File: src/rtl/axi_pkg.sv
`default_nettype none

package axi_pkg;

  localparam int axi_id_bits = 4;
  // Master ID in the low bits, master index just above
  localparam int axi_ids_bits = 8;
  localparam int axi_addr_bits = 32;
  localparam int axi_data_bits = 32;
  localparam int axi_strb_bits = 4;
  localparam int axi_len_bits = 4;
  localparam int axi_size_bits = 3;

  localparam logic [2:0] size_word = 3'b010;
  localparam logic [1:0] burst_incr = 2'b01;
  localparam logic [1:0] resp_okay = 2'b00;

  // Address map
  localparam int slave_sel_bit = 16;
  localparam int sram_words = 1024;
  localparam int sram_index_bits = 10;
  localparam int index_lsb = 2;

endpackage

`default_nettype wire
File: src/rtl/axi_bus.sv
`timescale 1ns/1ps
`default_nettype none

module axi_bus (
  input  logic clk,
  input  logic rst_n,
  // Master 0, read only
  input  logic [axi_pkg::axi_id_bits-1:0] ar_id_m0,
  input  logic [axi_pkg::axi_addr_bits-1:0] ar_addr_m0,
  input  logic [axi_pkg::axi_len_bits-1:0] ar_len_m0,
  input  logic [axi_pkg::axi_size_bits-1:0] ar_size_m0,
  input  logic [1:0] ar_burst_m0,
  input  logic ar_valid_m0, r_ready_m0,
  output logic ar_ready_m0, r_last_m0, r_valid_m0,
  output logic [axi_pkg::axi_id_bits-1:0] r_id_m0,
  output logic [axi_pkg::axi_data_bits-1:0] r_data_m0,
  output logic [1:0] r_resp_m0,
  // Master 1
  input  logic [axi_pkg::axi_id_bits-1:0] ar_id_m1, aw_id_m1,
  input  logic [axi_pkg::axi_addr_bits-1:0] ar_addr_m1, aw_addr_m1,
  input  logic [axi_pkg::axi_len_bits-1:0] ar_len_m1, aw_len_m1,
  input  logic [axi_pkg::axi_size_bits-1:0] ar_size_m1, aw_size_m1,
  input  logic [1:0] ar_burst_m1, aw_burst_m1,
  input  logic [axi_pkg::axi_data_bits-1:0] w_data_m1,
  input  logic [axi_pkg::axi_strb_bits-1:0] w_strb_m1,
  input  logic ar_valid_m1, r_ready_m1, aw_valid_m1, w_last_m1, w_valid_m1, b_ready_m1,
  output logic ar_ready_m1, r_last_m1, r_valid_m1, aw_ready_m1, w_ready_m1, b_valid_m1,
  output logic [axi_pkg::axi_id_bits-1:0] r_id_m1, b_id_m1,
  output logic [axi_pkg::axi_data_bits-1:0] r_data_m1,
  output logic [1:0] r_resp_m1, b_resp_m1,
  // Slave 0, instruction memory
  output logic [axi_pkg::axi_ids_bits-1:0] aw_id_s0, ar_id_s0,
  output logic [axi_pkg::axi_addr_bits-1:0] aw_addr_s0, ar_addr_s0,
  output logic [axi_pkg::axi_len_bits-1:0] aw_len_s0, ar_len_s0,
  output logic [axi_pkg::axi_size_bits-1:0] aw_size_s0, ar_size_s0,
  output logic [1:0] aw_burst_s0, ar_burst_s0,
  output logic [axi_pkg::axi_data_bits-1:0] w_data_s0,
  output logic [axi_pkg::axi_strb_bits-1:0] w_strb_s0,
  output logic aw_valid_s0, w_last_s0, w_valid_s0, b_ready_s0, ar_valid_s0, r_ready_s0,
  input  logic aw_ready_s0, w_ready_s0, b_valid_s0, ar_ready_s0, r_last_s0, r_valid_s0,
  input  logic [axi_pkg::axi_ids_bits-1:0] b_id_s0, r_id_s0,
  input  logic [1:0] b_resp_s0, r_resp_s0,
  input  logic [axi_pkg::axi_data_bits-1:0] r_data_s0,
  // Slave 1, data memory
  output logic [axi_pkg::axi_ids_bits-1:0] aw_id_s1, ar_id_s1,
  output logic [axi_pkg::axi_addr_bits-1:0] aw_addr_s1, ar_addr_s1,
  output logic [axi_pkg::axi_len_bits-1:0] aw_len_s1, ar_len_s1,
  output logic [axi_pkg::axi_size_bits-1:0] aw_size_s1, ar_size_s1,
  output logic [1:0] aw_burst_s1, ar_burst_s1,
  output logic [axi_pkg::axi_data_bits-1:0] w_data_s1,
  output logic [axi_pkg::axi_strb_bits-1:0] w_strb_s1,
  output logic aw_valid_s1, w_last_s1, w_valid_s1, b_ready_s1, ar_valid_s1, r_ready_s1,
  input  logic aw_ready_s1, w_ready_s1, b_valid_s1, ar_ready_s1, r_last_s1, r_valid_s1,
  input  logic [axi_pkg::axi_ids_bits-1:0] b_id_s1, r_id_s1,
  input  logic [1:0] b_resp_s1, r_resp_s1,
  input  logic [axi_pkg::axi_data_bits-1:0] r_data_s1
);

  import axi_pkg::*;

  logic [1:0] grant;
  logic busy, ar_hs, r_last_hs, aw_hs;
  logic ar_valid_g, ar_ready_g, ar_to_s1, rd_sel_s1;
  logic r_valid_g, r_ready_g, r_last_g;
  logic wr_busy, wr_sel_s1, wr_to_s1, aw_go, w_go, b_go;
  logic [axi_ids_bits-1:0] ar_id_g, aw_id_g, r_id_g, b_id_g;
  logic [axi_addr_bits-1:0] ar_addr_g;
  logic [axi_len_bits-1:0] ar_len_g;
  logic [axi_size_bits-1:0] ar_size_g;
  logic [1:0] ar_burst_g, r_resp_g;
  logic [axi_data_bits-1:0] r_data_g;

  read_arbiter u_read_arbiter (
    .clk(clk), .rst_n(rst_n), .ar_valid_m0(ar_valid_m0), .ar_valid_m1(ar_valid_m1),
    .ar_hs(ar_hs), .r_last_hs(r_last_hs), .grant(grant), .busy(busy)
  );

  // AR of the granted master, held off once its address is taken
  assign ar_id_g = grant[1] ? {{(axi_ids_bits-axi_id_bits-1){1'b0}}, 1'b1, ar_id_m1}
                            : {{(axi_ids_bits-axi_id_bits-1){1'b0}}, 1'b0, ar_id_m0};
  assign ar_addr_g = grant[1] ? ar_addr_m1 : ar_addr_m0;
  assign ar_len_g = grant[1] ? ar_len_m1 : ar_len_m0;
  assign ar_size_g = grant[1] ? ar_size_m1 : ar_size_m0;
  assign ar_burst_g = grant[1] ? ar_burst_m1 : ar_burst_m0;
  assign ar_valid_g = !busy && ((grant[0] && ar_valid_m0) || (grant[1] && ar_valid_m1));
  assign ar_to_s1 = ar_addr_g[slave_sel_bit];
  assign ar_ready_g = ar_to_s1 ? ar_ready_s1 : ar_ready_s0;
  assign ar_hs = ar_valid_g && ar_ready_g;
  assign ar_ready_m0 = grant[0] && ar_valid_g && ar_ready_g;
  assign ar_ready_m1 = grant[1] && ar_valid_g && ar_ready_g;

  assign {ar_id_s0, ar_addr_s0, ar_len_s0, ar_size_s0, ar_burst_s0} =
      {ar_id_g, ar_addr_g, ar_len_g, ar_size_g, ar_burst_g};
  assign {ar_id_s1, ar_addr_s1, ar_len_s1, ar_size_s1, ar_burst_s1} =
      {ar_id_g, ar_addr_g, ar_len_g, ar_size_g, ar_burst_g};
  assign ar_valid_s0 = ar_valid_g && !ar_to_s1;
  assign ar_valid_s1 = ar_valid_g && ar_to_s1;

  // R back from the slave that took the address
  assign r_valid_g = rd_sel_s1 ? r_valid_s1 : r_valid_s0;
  assign r_last_g = rd_sel_s1 ? r_last_s1 : r_last_s0;
  assign r_id_g = rd_sel_s1 ? r_id_s1 : r_id_s0;
  assign r_data_g = rd_sel_s1 ? r_data_s1 : r_data_s0;
  assign r_resp_g = rd_sel_s1 ? r_resp_s1 : r_resp_s0;
  assign r_ready_g = grant[1] ? r_ready_m1 : r_ready_m0;
  assign r_ready_s0 = busy && !rd_sel_s1 && r_ready_g;
  assign r_ready_s1 = busy && rd_sel_s1 && r_ready_g;
  assign r_last_hs = busy && r_valid_g && r_ready_g && r_last_g;

  assign r_valid_m0 = busy && grant[0] && r_valid_g;
  assign r_valid_m1 = busy && grant[1] && r_valid_g;
  assign r_last_m0 = r_last_g;
  assign r_last_m1 = r_last_g;
  assign r_id_m0 = r_id_g[axi_id_bits-1:0];
  assign r_id_m1 = r_id_g[axi_id_bits-1:0];
  assign r_data_m0 = r_data_g;
  assign r_data_m1 = r_data_g;
  assign r_resp_m0 = r_resp_g;
  assign r_resp_m1 = r_resp_g;

  // Writes come from master 1 only
  assign aw_id_g = {{(axi_ids_bits-axi_id_bits-1){1'b0}}, 1'b1, aw_id_m1};
  assign wr_to_s1 = wr_busy ? wr_sel_s1 : aw_addr_m1[slave_sel_bit];
  assign aw_go = aw_valid_m1 && !wr_busy;
  assign w_go = w_valid_m1 && wr_busy;
  assign b_go = b_ready_m1 && wr_busy;
  assign aw_ready_m1 = aw_go && (wr_to_s1 ? aw_ready_s1 : aw_ready_s0);
  assign aw_hs = aw_go && aw_ready_m1;
  assign w_ready_m1 = wr_busy && (wr_sel_s1 ? w_ready_s1 : w_ready_s0);
  assign b_valid_m1 = wr_busy && (wr_sel_s1 ? b_valid_s1 : b_valid_s0);
  assign b_id_g = wr_sel_s1 ? b_id_s1 : b_id_s0;
  assign b_id_m1 = b_id_g[axi_id_bits-1:0];
  assign b_resp_m1 = wr_sel_s1 ? b_resp_s1 : b_resp_s0;

  // Slave not being written sees all zeros
  assign {aw_id_s0, aw_addr_s0, aw_len_s0, aw_size_s0, aw_burst_s0, aw_valid_s0,
          w_data_s0, w_strb_s0, w_last_s0, w_valid_s0, b_ready_s0} =
      wr_to_s1 ? '0 : {aw_id_g, aw_addr_m1, aw_len_m1, aw_size_m1, aw_burst_m1, aw_go,
                       w_data_m1, w_strb_m1, w_last_m1, w_go, b_go};
  assign {aw_id_s1, aw_addr_s1, aw_len_s1, aw_size_s1, aw_burst_s1, aw_valid_s1,
          w_data_s1, w_strb_s1, w_last_s1, w_valid_s1, b_ready_s1} =
      wr_to_s1 ? {aw_id_g, aw_addr_m1, aw_len_m1, aw_size_m1, aw_burst_m1, aw_go,
                  w_data_m1, w_strb_m1, w_last_m1, w_go, b_go} : '0;

  always_ff @(posedge clk or negedge rst_n) begin
    if (!rst_n) begin
      rd_sel_s1 <= 1'b0;
      wr_busy <= 1'b0;
      wr_sel_s1 <= 1'b0;
    end else begin
      if (ar_hs) begin
        rd_sel_s1 <= ar_to_s1;
      end
      if (aw_hs) begin
        wr_busy <= 1'b1;
        wr_sel_s1 <= wr_to_s1;
      end else if (b_valid_m1 && b_ready_m1) begin
        wr_busy <= 1'b0;
      end
    end
  end

  // Master index carried through the slave comes back with the data
  a_r_owner: assert property (@(posedge clk) disable iff (!rst_n)
    r_valid_g && busy |-> (r_id_g[axi_id_bits] == grant[1]));

endmodule

`default_nettype wire

File: src/rtl/read_arbiter.sv
`timescale 1ns/1ps
`default_nettype none

module read_arbiter (
  input  logic       clk,
  input  logic       rst_n,
  input  logic       ar_valid_m0,
  input  logic       ar_valid_m1,
  input  logic       ar_hs,
  input  logic       r_last_hs,
  output logic [1:0] grant,
  output logic       busy
);

  typedef enum logic [1:0] {
    st_idle,
    st_m0,
    st_m1
  } arb_state_t;

  arb_state_t state;
  logic prio_m1;
  logic addr_done;

  always_ff @(posedge clk or negedge rst_n) begin
    if (!rst_n) begin
      state <= st_idle;
      prio_m1 <= 1'b0;
      addr_done <= 1'b0;
    end else begin
      case (state)
        st_idle: begin
          // Priority moves to the other master on every grant
          if (ar_valid_m0 && (!ar_valid_m1 || !prio_m1)) begin
            state <= st_m0;
            prio_m1 <= 1'b1;
          end else if (ar_valid_m1) begin
            state <= st_m1;
            prio_m1 <= 1'b0;
          end
        end
        default: begin
          if (ar_hs) begin
            addr_done <= 1'b1;
          end
          if (r_last_hs) begin
            state <= st_idle;
            addr_done <= 1'b0;
          end
        end
      endcase
    end
  end

  assign grant = {state == st_m1, state == st_m0};

  // Address taken, burst still running
  assign busy = addr_done;

  // A granted master keeps ar_valid up until its address is taken
  a_grant_valid_held: assert property (@(posedge clk) disable iff (!rst_n)
    (grant != 2'b00 && !busy) |-> (grant[0] ? ar_valid_m0 : ar_valid_m1));

endmodule

`default_nettype wire

File: config.mk
export PLATFORM = sky130hd
export DESIGN_NAME = axi_bus
export DESIGN_NICKNAME = d
export VERILOG_FILES = /design/src/rtl/axi_pkg.sv /design/src/rtl/axi_bus.sv /design/src/rtl/read_arbiter.sv
export SDC_FILE = /design/constraint.sdc
export NUM_CORES = 1
export LEC_CHECK = 0
export CAP_MARGIN = 20
export CORE_AREA = 2 2 258 260
export CTS_CLUSTER_DIAMETER = 30
export DETAILED_ROUTE_END_ITERATION = 7
export DIE_AREA = 0 0 260 262
export DONT_BUFFER_PORTS = 1
export PLACE_DENSITY_LB_ADDON = 0.15
export SLEW_MARGIN = 10
export SYNTH_ARGS = -nofsm -noshare
export SYNTH_HDL_FRONTEND = slang
export SYNTH_SLANG_ARGS = --single-unit
export TNS_END_PERCENT = 5
File: constraint.sdc
create_clock -name clk -period 1.85 [get_ports clk]
set_input_delay 0.555 -clock clk [delete_from_list [all_inputs] [get_ports clk]]
set_output_delay 0.555 -clock clk [all_outputs]
set_load 0.01 [all_outputs]
==> impl_metrics.tcl <==
set metrics [dict create \
    grtUsageTotal_pct 4.570 \
    routed_wl_um 18630 \
    grt_max_degree 45 \
    place_inst 1332 \
    vias_per_cell 2.496 \
    dp_hpwl_um 15090 \
    synth_fa_ha_area_share_pct 0 \
    post-route-drc-count 0 \
    final_area_mm2 0.005131 \
    final_nets 780 \
    ioPinCount 668 \
    grt_overflow 0 \
    power_mw 6.511 \
    cellPowerDensity_mw_per_mm2 1269 \
    first_pass_iters 4 \
    wl_met3_um 1226 \
    muxShareOfSynthArea_pct 16.43 \
    leakage_nw 1.915 \
    wl_met1_um 7443 \
    place_area_mm2 0.004193 \
    worstSetupPathType "reg -> out" \
    finalNonFillerCells 1352 \
    die_y_um 262 \
    tns_ps -35980 \
    whs_ps 424.8 \
    final_util_pct 7.861 \
    cts_root_buf "clkbuf_16" \
    grt_pass1_wl_um 22670 \
    worst_hold_path_type "in -> reg" \
    cts_buffer_depth 2 \
    ir_drop_mv 0.3217 \
    drive_gt1_share_pct 54.77 \
    area_growth_pct 44.86 \
    port_buffers 0 \
    slew_violations 0 \
    synth.area.top_cells "buf_4 22%, nor2b_1 15%, mux2_2 15%, nand2_1 15%, and2_1 14%" \
    hold_violations 0 \
    mostFrequentLayoutCells "85 x nand2_1, 46 x and2_4, 42 x nor2b_2, 41 x nand2_2, 39 x nor2b_1" \
    setup_viol 251 \
    cts_tree "built" \
    cap_violations 0 \
    setup_slack_ps -232.1 \
    synth_xor_area_share_pct 0 \
    critical_path_required_ps 1290 \
    worst_clock_skew_ps 2.314 \
    rows 94 \
    cts.sinks 7 \
    cts_buffers 3 \
    avgSynthCellArea_um2 6.452 \
    clk_pin_slew_ps 40 \
    clock.fmax_ghz 0.4803 \
    rsz0062_at_grt "true" \
    synth_compound_area_share_pct 3.391 \
    detail-route-antenna-nets 0 \
    dr_wl_met2_um 9502 \
    ys_seq_area_share_pct 4.945 \
    drt_iter0_drc 92 \
    synth.distinct_cells 32 \
    synth.top_cell.area_share_pct 21.62 \
    die_w_um 260 \
    via_count 3375 \
    grt_pass1_vias 3104 \
    syn_inst 549 \
    final_common_cell "nand2_1" \
    path_max_fanout 4 \
    arrival_ps 1530 \
    finalCritPeriodShare_pct 112.5 \
    gp_congestion 0.8608 \
    synth_top_family_by_area "simple AND/OR/NAND/NOR gates" \
    wire_per_inst_um 13.78 \
    end_kind "primary output" \
    yosys_register_bits 7 \
    top_layer "met4" \
    clk_latency_ps 240 \
    startpoint_type "flip-flop" \
    initial_utilization_pct 5.426 \
    status "finished with violations" \
    yosysWarnings 0 \
    antenna_found_initial 4 \
    cts_max_level 1 \
    synth_top_area_cell "buf_4" \
    period_minus_slack_ps 2082 \
    pre_cts_slack_ps -195.9 \
    synth.cell_area_mm2 0.003542 \
    dieArea_mm2 0.06812 \
    fp.coreArea_mm2 0.06528 \
    synth-simple-area-share_pct 48.15 \
    violations "setup timing" \
]
-- cell type report --
cell class	count	area, um^2
timing repair buffer	51	684.4
inverter	8	42.54
clock buffer	4	78.83
sequential	7	176.4
tap	864	1081
multi-input combinational	412	3053
fill	7696	60140
antenna	6	15.01
-- worst max-delay path, stage by stage, from the launching register on --
cell	delay (ps)
dfrtp_1	400
nand2b_4	220
buf_6	150
mux2i_2	160
nor3b_2	180
buf_4	160
-- flip-flops by register name, indices dropped and copies added, names as in the netlist --
register,count
rd_sel_s1,1
wr_sel_s1,1
u_read_arbiter.busy,1
wr_busy,1
u_read_arbiter.state,2
u_read_arbiter.prio_m1,1
-- synth_stat cells (all sizes together) --
library cell,count
nor3,2
inv,8
and3,6
a211oi,1
buf,125
and2,82
nor2,9
o22a,1
mux2i,6
dfrtp,7
o41ai,1
nand3b,2
nor2b,84
o21ai,3
nand2,138
a31oi,1
a21bo,1
clkbuf,8
and3b,1
mux2,46
nor3b,1
nand2b,5
a21o,1
conb,1
a22o,1
a21oi,8
-- what timing repair did --
action                                 4_1_cts  5_1_grt
gates resized for setup                    144       73
pin swaps                                   22       40
hold buffers                                 1        1
gates cloned                                 5        0
setup endpoints to repair                  304      345
endpoints found under the hold margin        3        4
setup buffers                                2        1
-- path summary, 6_finish.rpt --
check | start | end | slack [ps] | depth (start not counted)
setup / recovery | u_read_arbiter.state[0] | r_ready_s1 | -230 | 5
hold / removal | ar_valid_m1 | u_read_arbiter.prio_m1 | 420 | 1
setup reg to reg | u_read_arbiter.state[0] | rd_sel_s1 | 360 | 6
hold reg to reg | u_read_arbiter.prio_m1 | u_read_arbiter.prio_m1 | 520 | 1
max in group asynchronous | rst_n | rd_sel_s1 | 980 | 1
min in group asynchronous | rst_n | wr_sel_s1 | 620 | 1
-- per-layer routing --
layer,GRT usage [%],up-vias
li1,-,1471
met4,1.996,0
met3,0.6076,21
met2,7.609,286
met5,0,-
met1,5.887,1597
-- cell families (layout without fill, tap and decap cells) --
family / count (synthesis) / count (layout)
AND/OR/NAND/NOR: 330 / 330
buffers and inverters: 141 / 63
multiplexers: 52 / 52
AO/OA/AOI/OAI: 18 / 18
flip-flops: 7 / 7
other: 1 / 18
-- where the power goes --
| part | internal (mW) | total [mW] | switching, mW |
|---|---|---|---|
| sequential | 0.224 | 0.312 | 0.0874 |
| combinational | 2.29 | 5.80 | 3.50 |
| clock | 0.290 | 0.403 | 0.113 |
No activity file was read; power rests on OpenSTA's default activity.
